--- src/rom.hex ---
// one 64-bit word per line, word i sits at byte offset 8*i from the reset pc
// high half is the instruction at pc+4, low half the one at pc
6f00000113000000
6f00000313000002
6f00000513000004
6f00000713000006
6f00000913000008
6f00000b1300000a
6f00000d1300000c
6f00000f1300000e
6f00001113000010
6f00001313000012
6f00001513000014
6f00001713000016
6f00001913000018
6f00001b1300001a
6f00001d1300001c
6f00001f1300001e
6f00002113000020
6f00002313000022
6f00002513000024
6f00002713000026
6f00002913000028
6f00002b1300002a
6f00002d1300002c
6f00002f1300002e
6f00003113000030
6f00003313000032
6f00003513000034
6f00003713000036
6f00003913000038
6f00003b1300003a
6f00003d1300003c
6f00003f1300003e
--- src/logic/core_pkg.sv ---
package core_pkg;

    // datapath and address width of the core
    localparam int unsigned XLEN = 64;

    // base instructions only, no compressed
    localparam int unsigned INST_W = 32;

    // first fetch address out of reset
    localparam logic [XLEN-1:0] RESET_PC = 64'h0000_0000_8000_0000;

    // rom geometry, one 64-bit word per entry
    localparam int unsigned ROM_WORDS = 32;
    localparam int unsigned ROM_AW    = 5;      // word index width, log2 of ROM_WORDS

    // line held by the read master
    localparam int unsigned LINE_BEATS = 4;     // 64-bit beats per line
    localparam int unsigned LINE_OFS_W = 5;     // byte offset bits inside a 32-byte line

endpackage

--- src/logic/axi_pkg.sv ---
package axi_pkg;

    // burst type codes, only incr is issued here
    localparam logic [1:0] AXI_BURST_INCR = 2'b01;

    // beat size code, 8 bytes per beat
    localparam logic [2:0] AXI_SIZE_8B = 3'b011;

    // one line is four beats, len field holds beats minus one
    localparam logic [7:0] AXI_LEN_LINE = 8'd3;

    // prot bits: [0] privileged, [1] non-secure, [2] instruction
    // fixed unprivileged secure data access
    localparam logic [2:0] AXI_PROT_DATA = 3'b000;

    // read response, slave never reports errors
    localparam logic [1:0] AXI_RESP_OKAY = 2'b00;

    // read master FSM
    // gray-ish encoding, only one bit flips per normal step
    typedef enum logic [1:0] {
        RD_IDLE    = 2'b00,   // nothing held, nothing pending
        RD_AR_WAIT = 2'b01,   // address phase, ar_valid up
        RD_R_WAIT  = 2'b11,   // collecting beats
        RD_LINE_OK = 2'b10    // line held, hits answered from buffer
    } rd_state_e;

endpackage

--- src/logic/axi_rd_master.sv ---
`timescale 1ns/1ps

module axi_rd_master (
    input  logic                      clock,
    input  logic                      reset,

    // request side from fetch unit
    input  logic                      rw_valid_i,
    input  logic [core_pkg::XLEN-1:0] rw_addr_i,
    output logic                      rw_ready_o,
    output logic [core_pkg::XLEN-1:0] rw_data_o,
    output logic                      fetching_o,

    // axi read address channel
    input  logic                      axi_ar_ready_i,
    output logic                      axi_ar_valid_o,
    output logic [core_pkg::XLEN-1:0] axi_ar_addr_o,
    output logic [7:0]                axi_ar_len_o,
    output logic [2:0]                axi_ar_size_o,
    output logic [1:0]                axi_ar_burst_o,
    output logic [2:0]                axi_ar_prot_o,

    // axi read data channel
    output logic                      axi_r_ready_o,
    input  logic                      axi_r_valid_i,
    input  logic [core_pkg::XLEN-1:0] axi_r_data_i,
    input  logic [1:0]                axi_r_resp_i,
    input  logic                      axi_r_last_i
);

    import core_pkg::*;
    import axi_pkg::*;

    rd_state_e state_q, state_d;

    logic [XLEN-1:0]               line_addr_q;   // line-aligned address of held line
    logic [XLEN-1:0]               line_buf [LINE_BEATS];
    logic [$clog2(LINE_BEATS)-1:0] beat_q;        // next buffer slot to fill

    logic line_hit;
    logic enter_ar;
    logic beat_fire;

    // tag compare on the bits above the line offset
    assign line_hit = (rw_addr_i[XLEN-1:LINE_OFS_W] == line_addr_q[XLEN-1:LINE_OFS_W]);

    assign beat_fire = axi_r_valid_i && axi_r_ready_o;

    // next state and request-side outputs
    always_comb begin
        state_d    = state_q;
        rw_ready_o = 1'b0;
        fetching_o = 1'b0;
        case (state_q)
            RD_IDLE: begin
                if (rw_valid_i) begin
                    state_d = RD_AR_WAIT;     // first miss after reset
                end
            end
            RD_AR_WAIT: begin
                fetching_o = 1'b1;
                if (axi_ar_ready_i) begin
                    state_d = RD_R_WAIT;
                end
            end
            RD_R_WAIT: begin
                fetching_o = 1'b1;
                // burst always runs to the end and the address is rechecked afterwards
                if (beat_fire && axi_r_last_i) begin
                    state_d = RD_LINE_OK;
                end
            end
            RD_LINE_OK: begin
                if (rw_valid_i) begin
                    if (line_hit) begin
                        rw_ready_o = 1'b1;    // same-cycle answer
                    end else begin
                        fetching_o = 1'b1;    // miss starts a refill
                        state_d    = RD_AR_WAIT;
                    end
                end
                // line kept here while nothing is requested
            end
            default: begin
                state_d = RD_IDLE;
            end
        endcase
    end

    assign enter_ar = (state_d == RD_AR_WAIT) && (state_q != RD_AR_WAIT);

    always_ff @(posedge clock or negedge reset) begin
        if (!reset) begin
            state_q <= RD_IDLE;
            beat_q  <= '0;
        end else begin
            state_q <= state_d;
            if (axi_ar_valid_o && axi_ar_ready_i) begin
                beat_q <= '0;                 // new burst fills from slot 0
            end else if (beat_fire) begin
                beat_q <= beat_q + 1'b1;
            end
        end
    end

    // line address taken once on entry to the address phase
    always_ff @(posedge clock) begin
        if (enter_ar) begin
            line_addr_q <= {rw_addr_i[XLEN-1:LINE_OFS_W], {LINE_OFS_W{1'b0}}};
        end
    end

    // line buffer with one slot per beat
    always_ff @(posedge clock) begin
        if (beat_fire) begin
            line_buf[beat_q] <= axi_r_data_i;
        end
    end

    // word select inside the line is qualified by rw_ready_o
    assign rw_data_o = line_buf[rw_addr_i[LINE_OFS_W-1:3]];

    // ar channel with a fixed burst shape
    assign axi_ar_valid_o = (state_q == RD_AR_WAIT);
    assign axi_ar_addr_o  = line_addr_q;
    assign axi_ar_len_o   = AXI_LEN_LINE;
    assign axi_ar_size_o  = AXI_SIZE_8B;
    assign axi_ar_burst_o = AXI_BURST_INCR;
    assign axi_ar_prot_o  = AXI_PROT_DATA;

    assign axi_r_ready_o  = (state_q == RD_R_WAIT);

    // slave ends the burst exactly on the last buffer slot
    a_last_slot: assert property (@(posedge clock) disable iff (!reset)
        beat_fire && axi_r_last_i |-> beat_q == LINE_BEATS - 1);

    // fetch side only ever asks for whole 64-bit words
    a_rw_align: assert property (@(posedge clock) disable iff (!reset)
        rw_valid_i |-> rw_addr_i[2:0] == 3'b000);

    // slave never reports an error on a beat we take
    a_resp_ok: assert property (@(posedge clock) disable iff (!reset)
        beat_fire |-> axi_r_resp_i == AXI_RESP_OKAY);

endmodule

--- src/logic/axi_rom_slave.sv ---
`timescale 1ns/1ps

module axi_rom_slave (
    input  logic                      clock,
    input  logic                      reset,

    // read address channel from the master
    input  logic                      axi_ar_valid_i,
    input  logic [core_pkg::XLEN-1:0] axi_ar_addr_i,
    input  logic [7:0]                axi_ar_len_i,
    output logic                      axi_ar_ready_o,

    // read data channel to the master
    input  logic                      axi_r_ready_i,
    output logic                      axi_r_valid_o,
    output logic [core_pkg::XLEN-1:0] axi_r_data_o,
    output logic [1:0]                axi_r_resp_o,
    output logic                      axi_r_last_o
);

    import core_pkg::*;
    import axi_pkg::*;

    logic [XLEN-1:0] rom [ROM_WORDS];

    logic              ar_ready_q;  // registered ready one cycle after valid
    logic              busy_q;      // set while the beats of a burst go out
    logic [7:0]        len_q;       // beats minus one of current burst
    logic [7:0]        cnt_q;       // beats already sent
    logic [ROM_AW-1:0] idx_q;       // current word index wrapping mod ROM_WORDS

    logic [XLEN-1:0] ar_offset;
    logic            ar_fire;
    logic            r_fire;

    initial begin
        $readmemh("/design/src/rom.hex", rom);
    end

    // rom base sits at the reset pc
    assign ar_offset = axi_ar_addr_i - RESET_PC;

    assign ar_fire = axi_ar_valid_i && axi_ar_ready_o;
    assign r_fire  = axi_r_valid_o && axi_r_ready_i;

    always_ff @(posedge clock or negedge reset) begin
        if (!reset) begin
            ar_ready_q <= 1'b0;
            busy_q     <= 1'b0;
            cnt_q      <= '0;
        end else begin
            // one burst at a time and ready pulses for a single cycle
            ar_ready_q <= axi_ar_valid_i && !ar_ready_q && !busy_q;
            if (ar_fire) begin
                busy_q <= 1'b1;
                cnt_q  <= '0;
            end else if (r_fire) begin
                cnt_q <= cnt_q + 1'b1;
                if (axi_r_last_o) begin
                    busy_q <= 1'b0;           // burst done
                end
            end
        end
    end

    // start word and length of the current burst
    always_ff @(posedge clock) begin
        if (ar_fire) begin
            idx_q <= ar_offset[ROM_AW+2:3];   // byte address to word index
            len_q <= axi_ar_len_i;
        end else if (r_fire) begin
            idx_q <= idx_q + 1'b1;            // natural wrap at ROM_WORDS
        end
    end

    assign axi_ar_ready_o = ar_ready_q;

    // beats go out on consecutive cycles unless r_ready stalls them
    assign axi_r_valid_o = busy_q;
    assign axi_r_data_o  = rom[idx_q];
    assign axi_r_resp_o  = AXI_RESP_OKAY;
    assign axi_r_last_o  = busy_q && (cnt_q == len_q);

    // data only ever follows an accepted address
    a_r_after_ar: assert property (@(posedge clock) disable iff (!reset)
        $rose(axi_r_valid_o) |-> $past(axi_ar_valid_i && axi_ar_ready_o));

    // master keeps the address phase steady until it is taken
    a_ar_stable: assert property (@(posedge clock) disable iff (!reset)
        axi_ar_valid_i && !axi_ar_ready_o |=>
            axi_ar_valid_i && $stable(axi_ar_addr_i) && $stable(axi_ar_len_i));

endmodule

--- src/logic/fetch_unit.sv ---
`timescale 1ns/1ps

module fetch_unit (
    input  logic                        clock,
    input  logic                        reset,

    input  logic                        redirect_i,
    input  logic [core_pkg::XLEN-1:0]   redirect_pc_i,

    // downstream instruction handshake
    input  logic                        instr_ready_i,
    output logic                        instr_valid_o,
    output logic [core_pkg::INST_W-1:0] instr_o,
    output logic [core_pkg::XLEN-1:0]   instr_pc_o,

    // word requests to the read master
    output logic                        rw_valid_o,
    output logic [core_pkg::XLEN-1:0]   rw_addr_o,
    input  logic                        rw_ready_i,
    input  logic [core_pkg::XLEN-1:0]   rw_data_i
);

    import core_pkg::*;

    logic [XLEN-1:0]   pc_q;           // pc of next instruction to present
    logic              run_q;          // low for the reset cycle only
    logic              word_ok_q;      // word buffer holds valid data
    logic [XLEN-1:0]   word_q;
    logic [XLEN-4:0]   word_addr_q;    // word address of word_q, bits above 2:0
    logic              instr_valid_q;
    logic [INST_W-1:0] instr_q;
    logic [XLEN-1:0]   instr_pc_q;

    logic            word_hit;
    logic            slot_free;
    logic            rw_fire;
    logic            load;
    logic [XLEN-1:0] src_word;

    assign word_hit  = word_ok_q && (pc_q[XLEN-1:3] == word_addr_q);
    assign slot_free = !instr_valid_q || instr_ready_i;

    // request only with an empty output slot and nothing buffered
    assign rw_valid_o = run_q && !instr_valid_q && !word_hit;
    assign rw_addr_o  = {pc_q[XLEN-1:3], 3'b000};
    assign rw_fire    = rw_valid_o && rw_ready_i;

    assign src_word = word_hit ? word_q : rw_data_i;
    assign load     = !redirect_i && slot_free && (word_hit || rw_fire);

    always_ff @(posedge clock or negedge reset) begin
        if (!reset) begin
            pc_q          <= RESET_PC;
            run_q         <= 1'b0;
            word_ok_q     <= 1'b0;
            instr_valid_q <= 1'b0;
        end else begin
            run_q <= 1'b1;
            if (redirect_i) begin
                pc_q          <= redirect_pc_i;
                word_ok_q     <= 1'b0;        // force a fresh request
                instr_valid_q <= 1'b0;        // drop anything not yet taken
            end else begin
                if (rw_fire) begin
                    word_ok_q <= 1'b1;
                end
                if (load) begin
                    pc_q          <= pc_q + 64'd4;
                    instr_valid_q <= 1'b1;
                end else if (instr_ready_i) begin
                    instr_valid_q <= 1'b0;    // taken, nothing new ready
                end
            end
        end
    end

    // payload, written under the control above
    always_ff @(posedge clock) begin
        if (rw_fire) begin
            word_q      <= rw_data_i;
            word_addr_q <= pc_q[XLEN-1:3];
        end
        if (load) begin
            instr_q    <= pc_q[2] ? src_word[63:32] : src_word[31:0];  // little-endian halves
            instr_pc_q <= pc_q;
        end
    end

    assign instr_valid_o = instr_valid_q;
    assign instr_o       = instr_q;
    assign instr_pc_o    = instr_pc_q;

    // held instruction stays put until taken or flushed
    a_instr_hold: assert property (@(posedge clock) disable iff (!reset)
        instr_valid_o && !instr_ready_i && !redirect_i |=>
            instr_valid_o && $stable(instr_o) && $stable(instr_pc_o));

endmodule

--- src/logic/fetch_top.sv ---
`timescale 1ns/1ps

module fetch_top (
    input  logic                        clock,
    input  logic                        reset,
    input  logic                        redirect_i,
    input  logic [core_pkg::XLEN-1:0]   redirect_pc_i,
    input  logic                        instr_ready_i,
    output logic                        instr_valid_o,
    output logic [core_pkg::INST_W-1:0] instr_o,
    output logic [core_pkg::XLEN-1:0]   instr_pc_o,
    output logic                        fetching_o
);

    import core_pkg::*;

    // fetch unit to read master
    logic            rw_valid;
    logic [XLEN-1:0] rw_addr;
    logic            rw_ready;
    logic [XLEN-1:0] rw_data;

    // read master to rom, ar and r only
    logic            ar_valid;
    logic            ar_ready;
    logic [XLEN-1:0] ar_addr;
    logic [7:0]      ar_len;
    logic            r_valid;
    logic            r_ready;
    logic [XLEN-1:0] r_data;
    logic [1:0]      r_resp;
    logic            r_last;

    fetch_unit u_fetch (
        .clock         (clock),
        .reset         (reset),
        .redirect_i    (redirect_i),
        .redirect_pc_i (redirect_pc_i),
        .instr_ready_i (instr_ready_i),
        .instr_valid_o (instr_valid_o),
        .instr_o       (instr_o),
        .instr_pc_o    (instr_pc_o),
        .rw_valid_o    (rw_valid),
        .rw_addr_o     (rw_addr),
        .rw_ready_i    (rw_ready),
        .rw_data_i     (rw_data)
    );

    // size, burst and prot are fixed, rom serves only 8-byte incr
    axi_rd_master u_master (
        .clock          (clock),
        .reset          (reset),
        .rw_valid_i     (rw_valid),
        .rw_addr_i      (rw_addr),
        .rw_ready_o     (rw_ready),
        .rw_data_o      (rw_data),
        .fetching_o     (fetching_o),
        .axi_ar_ready_i (ar_ready),
        .axi_ar_valid_o (ar_valid),
        .axi_ar_addr_o  (ar_addr),
        .axi_ar_len_o   (ar_len),
        .axi_ar_size_o  (),
        .axi_ar_burst_o (),
        .axi_ar_prot_o  (),
        .axi_r_ready_o  (r_ready),
        .axi_r_valid_i  (r_valid),
        .axi_r_data_i   (r_data),
        .axi_r_resp_i   (r_resp),
        .axi_r_last_i   (r_last)
    );

    axi_rom_slave u_rom (
        .clock          (clock),
        .reset          (reset),
        .axi_ar_valid_i (ar_valid),
        .axi_ar_addr_i  (ar_addr),
        .axi_ar_len_i   (ar_len),
        .axi_ar_ready_o (ar_ready),
        .axi_r_ready_i  (r_ready),
        .axi_r_valid_o  (r_valid),
        .axi_r_data_o   (r_data),
        .axi_r_resp_o   (r_resp),
        .axi_r_last_o   (r_last)
    );

endmodule

--- config.mk ---
export PLATFORM = sky130hd
export DESIGN_NAME = fetch_top
export DESIGN_NICKNAME = d
export VERILOG_FILES = /design/src/logic/core_pkg.sv /design/src/logic/axi_pkg.sv /design/src/logic/axi_rd_master.sv /design/src/logic/axi_rom_slave.sv /design/src/logic/fetch_unit.sv /design/src/logic/fetch_top.sv
export SDC_FILE = /design/constraint.sdc
export NUM_CORES = 1
export LEC_CHECK = 0
export BUFFER_PORTS_ARGS = -buffer_cell sky130_fd_sc_hd__buf_2
export CORE_ASPECT_RATIO = 2
export CORE_MARGIN = 8
export CORE_UTILIZATION = 55
export CTS_BUF_LIST = sky130_fd_sc_hd__clkbuf_8
export DETAILED_ROUTE_END_ITERATION = 6
export PLACE_DENSITY = 0.86
export SYNTH_ARGS = -nofsm -noshare
export SYNTH_HDL_FRONTEND = slang
export SYNTH_SLANG_ARGS = --single-unit
--- constraint.sdc ---
create_clock -name clock -period 8.8 [get_ports clock]
set_clock_uncertainty 0.15 [all_clocks]
set_input_delay 1.32 -clock clock [delete_from_list [all_inputs] [get_ports clock]]
set_output_delay 1.32 -clock clock [all_outputs]
set_load 0.005 [all_outputs]
==> reports/qor.txt, run 1 <==
STATUS
--------------------------------------------------------------------------------------
Run status                                                                complete, no violations

CTS
--------------------------------------------------------------------------------------
# resized after CTS                                                                  0
Number of buffers added to fix hold violations after cts                             0
Clock Latency Late Sink                                                        0.54 ns
Clock slew at the register clock pins of the worst setup and hold paths        0.07 ns
Number of post-CTS setup repair buffers                                              0
Clock buffer count from CTS                                                         36
Clock sinks                                                                        263
CTS H-tree depth                                                                     2
Root buffer selected by CTS                                                   clkbuf_8
TritonCTS clock tree                                                             built
Longest Clk Path Bufs                                                                3

WORST SETUP PATH
--------------------------------------------------------------------------------------
Kind of launch point of the worst setup path                                 flip-flop
Worst path top cell family by delay                                       simple AND/OR/NAND/NOR gates
Worst Setup SP                                                            u_fetch.pc_q[19]
Max stage delay cell, worst path                                               dfrtp_1
Data arrival time of the critical path                                         3.05 ns
Largest fanout on the critical path                                                 11
Crit path cell chain                                                      xor2_1, nor4_1, nand4_1, nor4_4, and2_1, o41ai_1, buf_2
WP buf/inv                                                                           1
Biggest cell delay along the critical path                                     0.56 ns
Worst reg2reg startpoint                                                  u_fetch.pc_q[40]
Levels on crit path                                                                  7
Category of the critical setup timing path                                     reg2out
Worst setup EP type                                                       primary output
Critical path required time                                                    7.33 ns
Logic depth of the worst register-to-register path                                   9

TIMING
--------------------------------------------------------------------------------------
Final Max Slew Viols                                                                 0
Final Cycle Share                                                                51.4%
Setup repair after global routing missed its margin                              false
Hold Vio Cnt, Final                                                                  0
Total Negative Setup Slacks                                                       0 ns
Worst-margin pin slew                                                          1.12 ns
Timing-limited maximum frequency                                               221 MHz
Smallest setup slack after layout                                              4.28 ns
Max-slew headroom                                                                25.4%
Fin crit period                                                                4.52 ns
Final-report setup violation count                                                   0

LOGIC SYNTHESIS
--------------------------------------------------------------------------------------
Seq cells post-synth                                                               263
Post-synthesis instance area                                              12,100 sq um
Number of standard cells after synthesis                                           973
Main flop type after synthesis                                                edfxtp_1
Proportion of synthesized chip area in sequential cells                          62.2%
EDFF count, synth                                                                  184
Number of synthesis warnings                                                         0
Unique masters post-synth                                                           67
Average size of a mapped cell                                               12.4 sq um
Share of async-settable or async-resettable flops after synthesis                30.0%

PLACE
--------------------------------------------------------------------------------------
Final HPWL DP                                                             24,700 microns
Placer's final routability congestion estimate                                   0.966
Post-Place Setup Slack                                                         4.64 ns
Count of input and output buffers                                                  133

POWER AND IR DROP
--------------------------------------------------------------------------------------
Net Sw Power                                                                  0.710 mW
Leak                                                                           5.09 nW
Fraction of power consumed by sequential logic                                   56.4%
Largest voltage drop on the vdd net                                           0.162 mV
Share of total power in the clock network                                        34.6%
Internal cell power                                                            1.97 mW
Switching portion of total power                                                 26.5%
Part of the total power dissipated in combinational logic                         9.0%
Power per cell area                                                        199 nW/um^2

CELLS AND AREA
--------------------------------------------------------------------------------------
Most common cell after layout, fill and taps aside                            edfxtp_1
Final Net Count                                                                  1,160
Relative area change from synthesis to final layout                              11.8%
Commonest non-fill, non-tap cells in the layout                           edfxtp_1 (184), buf_2 (132), xor2_1 (90), nand2_1 (78), dfrtp_1 (78)
Fraction of layout instances using a drive strength above 1                      19.7%

GRT
--------------------------------------------------------------------------------------
Maximum number of pins on one net before global-route repair                        77
Via count of the first global-routing pass                                       8,894
Overall routing resource usage                                                   26.0%
Remaining global-route overflow                                                      0
Wire length of the first global-routing pass                              52,900 microns
Number of antenna violations at the first check in global routing                    2

ROUTING
--------------------------------------------------------------------------------------
Final routed DRC violation total                                                     0
Total number of vias                                                             8,921
Post-detailed-routing wire length                                         35,800 microns
Number of iterations in the first detailed-routing pass                              6
Post-route antenna net violation count                                               0
Wirelength per Cell                                                       25.8 microns
DR vias/cell                                                                      6.41
Drt first-iter violations                                                        1,164

DIE
--------------------------------------------------------------------------------------
Die width                                                                  121 microns
Starting utilization of the core area                                            55.9%
Number of top-level pins                                                           166
Number of standard-cell rows in the floorplan                                       76
Full die area                                                             27,200 sq um
Die extent in y                                                            225 microns
Core area                                                                 21,600 sq um

MIN PATH
--------------------------------------------------------------------------------------
Hold path start                                                           u_fetch.pc_q[0]
Kind of path behind the tightest hold check                                    reg2reg
Hold Crit Depth                                                                      0

FLOW RUN
--------------------------------------------------------------------------------------
Maxcap violations                                                                    0

==> power groups by stage <==
stage	registers [mW]	logic [mW]	clock network (mW)
floorplan	1.47	0.196	0
global placement	1.53	0.226	0
detailed placement	1.53	0.235	0
CTS	1.51	0.238	0.932
global route	1.52	0.262	0.977
finish	1.51	0.241	0.929
==> routing by layer <==
layer  routed length [microns]  global-route usage, %  part of all wire (%)  vias to the layer above
met5                         0                      0                     0                        -
met4                      2590                   18.6                   7.2                        0
met3                      3250                   4.32                   9.1                      154
met2                     18600                   45.3                    52                      664
met1                     11400                   27.9                    32                     4319
li1                          -                      -                     -                     3784
==> final timing paths <==
check,end,slack (ns)
hold / removal,u_fetch.instr_pc_o[0],0.31
max in group asynchronous,u_fetch.pc_q[15],6.79
setup reg to reg,u_fetch.pc_q[39],4.61
setup / recovery,fetching_o,4.28
min in group asynchronous,u_fetch.pc_q[1],0.43
hold reg to reg,u_fetch.instr_pc_o[0],0.31
==> sequential cells by signal (all words and copies together), names as in the netlist <==
signal / flops
u_master.axi_ar_addr_o: 59
u_fetch.pc_q: 64
u_master.state_q: 2
u_fetch.word_ok_q: 1
u_rom.axi_r_valid_o: 1
u_rom.axi_ar_ready_o: 1
u_fetch.word_addr_q: 61
u_fetch.instr_pc_o: 64
u_rom.cnt_q: 8
u_fetch.run_q: 1
u_fetch.instr_valid_o: 1
==> area by class of cell <==
cell class,instances,area [sq um]
timing repair buffer,148,781
multi-input combinational,625,4100
fill,1603,8100
tap,273,342
inverter,16,60.1
sequential,263,7500
antenna,2,5.00
clock inverter,25,161
clock buffer,39,537
==> Yosys cell counts (4+ instances only) <==
library cell / n / area, sq um
clkbuf_1: 45 / 169
nor2_1: 38 / 143
o31ai_1: 4 / 30.0
nand2b_1: 12 / 75.1
o31a_1: 4 / 35.0
nor4_1: 28 / 175
buf_2: 16 / 80.1
and2_1: 9 / 56.3
o211ai_1: 19 / 143
inv_1: 16 / 60.1
mux2_2: 7 / 78.8
xnor2_1: 35 / 307
nor3_1: 21 / 105
edfxtp_1: 184 / 5530
dfrtp_1: 78 / 1950
a31oi_1: 6 / 37.5
nand3_1: 42 / 210
a21o_1: 6 / 45.0
a21oi_1: 13 / 65.1
a211oi_1: 4 / 30.0
buf_4: 32 / 240
buf_1: 4 / 15.0
o21a_1: 4 / 30.0
o311ai_0: 13 / 114
nand2_1: 78 / 293
o21ai_0: 20 / 100
a211o_1: 4 / 35.0
a221o_1: 6 / 60.1
nand4_1: 30 / 188
and3_1: 20 / 125
and4_1: 5 / 43.8
xor2_1: 90 / 788
or4_1: 6 / 45.0
or3_1: 8 / 50.1
o2111ai_1: 5 / 43.8
==> logic make-up (layout without fill, tap and decap cells) <==
| family | count (synthesis) | in the layout | synth area share, % |
|---|---|---|---|
| and+or+nand+nor | 312 | 312 | 13.7 |
| adders and majority gates | 2 | 2 | 0.207 |
| muxes | 8 | 8 | 0.736 |
| xor gates and xnor gates | 125 | 125 | 9.08 |
| DFF | 263 | 263 | 62.2 |
| buffers and inverters | 116 | 228 | 4.96 |
| other | 2 | 35 | 0.0623 |
| AOI/OAI and AO/OA | 145 | 145 | 9.07 |
==> worst register-to-register path, delay by kind of cell (launching register included) <==
kind / cells / cell delay, ns
compound gates: 3 / 1.04
xor+xnor: 1 / 0.30
buf+inv: 1 / 0.69
flops: 1 / 0.57
simple gates: 4 / 1.38
==> stage by stage <==
| step | util [%] | total power, mW | hold WS (ns) | instances | instance area, sq um |
|---|---|---|---|---|---|
| 6_report | 62.5 | 2.68 | 0.311 | 1391 | 13500 |
| 5_1_grt | 62.5 | 2.76 | 0.319 | 1391 | 13500 |
| 4_1_cts | 62.5 | 2.68 | 0.310 | 1389 | 13500 |
| 3_5_place_dp | 59.2 | 1.77 | 0.283 | 1325 | 12800 |
| 3_3_place_gp | 59.2 | 1.75 | 0.277 | 1325 | 12800 |
| 2_1_floorplan | - | 1.67 | 0.263 | 1004 | 12200 |
No activity file was read; power rests on OpenSTA's default activity.
==> run 2, diff against run 1 <==
--- a/config.mk
+++ b/config.mk
@@ -8,10 +8,10 @@
 export BUFFER_PORTS_ARGS = -buffer_cell sky130_fd_sc_hd__buf_2
 export CORE_ASPECT_RATIO = 2
 export CORE_MARGIN = 8
-export CORE_UTILIZATION = 55
+export CORE_UTILIZATION = 54
 export CTS_BUF_LIST = sky130_fd_sc_hd__clkbuf_8
 export DETAILED_ROUTE_END_ITERATION = 6
-export PLACE_DENSITY = 0.86
+export PLACE_DENSITY = 0.88
 export SYNTH_ARGS = -nofsm -noshare
 export SYNTH_HDL_FRONTEND = slang
 export SYNTH_SLANG_ARGS = --single-unit
==> constraint.sdc (replaced) <==
create_clock -name clock -period 3.9 [get_ports clock]
set_clock_uncertainty 0.15 [all_clocks]
set_input_delay 0.585 -clock clock [delete_from_list [all_inputs] [get_ports clock]]
set_output_delay 0.585 -clock clock [all_outputs]
set_load 0.005 [all_outputs]
==> run 2 against run 1 <==
Against the previous run: the flow now finishes with violations (hold timing); cell count increased by 2.9%; non-clock buffer count grew 38; total power grew 130%; flip-flop and latch count unchanged; first-iteration DRC count shrank 18%; hold slack got worse by 0.32 ns; utilization rose by 0.27 points; register-to-register slack lost 4.4 ns; via count is 0.50% higher; global-route usage is 1.0 points higher; critical path type unchanged; largest cell class unchanged; largest power group unchanged.
==> reports/qor.txt, run 2 (same netlist as run 1, synthesis figures left out) <==
PLACE
--------------------------------------------------------------------------------------
Final HPWL DP                                                             27,100 microns   was 24,700 microns
Placer's final routability congestion estimate                                   0.981   was 0.966
Post-Place Setup Slack                                                        0.360 ns   was 4.64 ns
Placed inst area                                                          13,100 sq um   was 12,800 sq um
Count of input and output buffers                                                  133   unchanged

CTS
--------------------------------------------------------------------------------------
Clock Latency Late Sink                                                        0.55 ns   was 0.54 ns
Number of post-CTS setup repair buffers                                              0   unchanged
Clock buffer count from CTS                                                         36   unchanged
CTS H-tree depth                                                                     2   unchanged
Clock sinks                                                                        263   unchanged
Root buffer selected by CTS                                                   clkbuf_8   unchanged
TritonCTS clock tree                                                             built   unchanged
# resized after CTS                                                                  0   unchanged
Number of buffers added to fix hold violations after cts                             0   unchanged
Longest Clk Path Bufs                                                                3   unchanged
Clock slew at the register clock pins of the worst setup and hold paths        0.06 ns   was 0.07 ns

DIE
--------------------------------------------------------------------------------------
Number of top-level pins                                                           166   unchanged
Starting utilization of the core area                                            54.7%   was 55.9%
Full die area                                                             27,700 sq um   was 27,200 sq um
Die extent in y                                                            227 microns   was 225 microns
Die width                                                                  122 microns   was 121 microns
Number of standard-cell rows in the floorplan                                       77   was 76
Core area                                                                 22,100 sq um   was 21,600 sq um

TIMING
--------------------------------------------------------------------------------------
Timing-limited maximum frequency                                               261 MHz
Hold Vio Cnt, Final                                                                  7   was 0
Final Cycle Share                                                                98.2%
Smallest setup slack after layout                                            0.0686 ns   was 4.28 ns
Final Max Slew Viols                                                                 0   unchanged
Setup repair after global routing missed its margin                              false   unchanged
Worst-margin pin slew                                                         0.908 ns   was 1.12 ns
WHS                                                                         -0.0121 ns   was 0.311 ns
Max-slew headroom                                                                39.5%   was 25.4%
Total Negative Setup Slacks                                                       0 ns   unchanged
Fin crit period                                                                3.83 ns
Final-report setup violation count                                                   0   unchanged

POWER AND IR DROP
--------------------------------------------------------------------------------------
Switching portion of total power                                                 27.0%   was 26.5%
Share of total power in the clock network                                        34.3%   was 34.6%
Net Sw Power                                                                   1.65 mW   was 0.710 mW
Fraction of power consumed by sequential logic                                   55.7%   was 56.4%
Design Power                                                                   6.10 mW   was 2.68 mW
Leak                                                                           5.31 nW   was 5.09 nW
Internal cell power                                                            4.45 mW   was 1.97 mW
Largest voltage drop on the vdd net                                           0.387 mV   was 0.162 mV
Part of the total power dissipated in combinational logic                        10.0%   was 9.0%
Power per cell area                                                        440 nW/um^2   was 199 nW/um^2

WORST SETUP PATH
--------------------------------------------------------------------------------------
Worst reg2reg startpoint                                                  u_fetch.pc_q[9]   was u_fetch.pc_q[40]
FF-to-FF End                                                              u_fetch.pc_q[57]   was u_fetch.pc_q[39]
Logic depth of the worst register-to-register path                                   8   was 9
Crit path cell chain                                                      xor2_1, nor4_1, nand4_1, nor4_4, buf_4, o41ai_1, buf_2   was xor2_1, nor4_1, nand4_1, nor4_4, and2_1, o41ai_1, buf_2
Worst path top cell family by delay                                       simple AND/OR/NAND/NOR gates   unchanged
Max stage delay cell, worst path                                               dfrtp_1   unchanged
Slack of the worst reg-to-reg path                                             0.22 ns   was 4.61 ns
Largest fanout on the critical path                                                 13   was 11
Levels on crit path                                                                  7   unchanged
Kind of launch point of the worst setup path                                 flip-flop   unchanged
Category of the critical setup timing path                                     reg2out   unchanged
Critical path required time                                                    3.16 ns   was 7.33 ns
Biggest cell delay along the critical path                                     0.64 ns   was 0.56 ns
WP buf/inv                                                                           2   was 1
Worst setup EP type                                                       primary output   unchanged
Data arrival time of the critical path                                         3.10 ns   was 3.05 ns

ROUTING
--------------------------------------------------------------------------------------
Post-route antenna net violation count                                               0   unchanged
DR vias/cell                                                                      6.27   was 6.41
Wirelength per Cell                                                       26.2 microns   was 25.8 microns
Number of iterations in the first detailed-routing pass                              6   unchanged
Final routed DRC violation total                                                     0   unchanged
Drt first-iter violations                                                          949   was 1,164
Post-detailed-routing wire length                                         37,500 microns   was 35,800 microns
Total number of vias                                                             8,966   was 8,921

GRT
--------------------------------------------------------------------------------------
Maximum number of pins on one net before global-route repair                        60   was 77
Remaining global-route overflow                                                      0   unchanged
Via count of the first global-routing pass                                       8,947   was 8,894
Wire length of the first global-routing pass                              55,000 microns   was 52,900 microns
Overall routing resource usage                                                   27.0%   was 26.0%
Number of antenna violations at the first check in global routing                    0   was 2

FLOW RUN
--------------------------------------------------------------------------------------
Maxcap violations                                                                    0   unchanged

CELLS AND AREA
--------------------------------------------------------------------------------------
Relative area change from synthesis to final layout                              14.8%   was 11.8%
# fillers                                                                        1,697   was 1,603
Number of antenna repair diodes                                                      0   was 2
Final Net Count                                                                  1,198   was 1,160
Area of all placed cells without fillers                                  13,800 sq um   was 13,500 sq um
Fraction of layout instances using a drive strength above 1                      22.9%   was 19.7%
Commonest non-fill, non-tap cells in the layout                           edfxtp_1 (184), buf_2 (132), xor2_1 (90), nand2_1 (78), dfrtp_1 (77)   was edfxtp_1 (184), buf_2 (132), xor2_1 (90), nand2_1 (78), dfrtp_1 (78)
Most common cell after layout, fill and taps aside                            edfxtp_1   unchanged

MIN PATH
--------------------------------------------------------------------------------------
Kind of path behind the tightest hold check                                   in2async   was reg2reg

STATUS
--------------------------------------------------------------------------------------
Violated checks                                                            hold timing
Run status                                                                finished, violations left   was complete, no violations

-- run 2: cell count changes in the layout (fill, tap and decap cells not counted), moves of 2 or more --
| cell | before | now |
|---|---|---|
| buf_4 | 16 | 50 |
| nor4_1 | 28 | 25 |
| clkinv_1 | 5 | 0 |
| nor4_2 | 1 | 4 |
| clkbuf_8 | 39 | 41 |
| diode_2 | 2 | 0 |
| inv_1 | 26 | 29 |
| buf_12 | 0 | 4 |
-- run 2: worst max path at each step --
stage                                 from                     end  slack (ns)
after floorplan           u_fetch.pc_q[49]  u_fetch.word_addr_q[0]        0.04
after global placement    u_fetch.pc_q[29]        u_fetch.pc_q[36]        0.36
after detailed placement   u_fetch.pc_q[9]        u_fetch.pc_q[36]        0.36
after CTS                 u_fetch.pc_q[29]              fetching_o      0.0003
after global routing      u_fetch.pc_q[40]              fetching_o        0.02
final                      u_fetch.pc_q[9]              fetching_o        0.07
-- run 2: power by group through the flow --
| stage | Clock, mW | Sequential (mW) | Combinational (mW) |
|---|---|---|---|
| after CTS | 2.10 | 3.39 | 0.598 |
| after global routing | 2.21 | 3.41 | 0.655 |
| after global placement | 0 | 3.43 | 0.573 |
| after detailed placement | 0 | 3.44 | 0.591 |
| after floorplan | 0 | 3.32 | 0.442 |
| final | 2.09 | 3.40 | 0.610 |
-- run 2: final cells by class --
type	count	area, sq um	area share (%)
timing repair buffer	186	1120	8.06
clock inverter	24	138	0.994
inverter	16	60.1	0.434
multi-input combinational	625	4120	29.7
tap	276	345	2.49
sequential	263	7500	54.2
clock buffer	41	564	4.08
-- run 2: per-stage QoR --
step	std cells	utilization, %
2_1_floorplan	1004	-
3_3_place_gp	1366	59.5
3_5_place_dp	1366	59.5
4_1_cts	1431	62.7
5_1_grt	1431	62.8
6_report	1431	62.8
-- run 2: layer usage --
layer | part of all wire (%) | GRT usage (%) | up-vias | routed length [microns]
li1 | - | - | 3866 | -
met5 | 0 | 0 | - | 0
met3 | 8.4 | 4.27 | 165 | 3140
met1 | 32 | 28.7 | 4309 | 12100
met4 | 8.2 | 21.1 | 0 | 3090
met2 | 51 | 46.8 | 626 | 19200
-- run 2: worst register-to-register path, delay by kind of cell (launching register included) --
family / cells / cell delay [ns]
AOI/OAI and AO/OA: 3 / 0.84
xor gates and xnor gates: 1 / 0.21
DFF: 1 / 0.64
and+or+nand+nor: 4 / 1.69
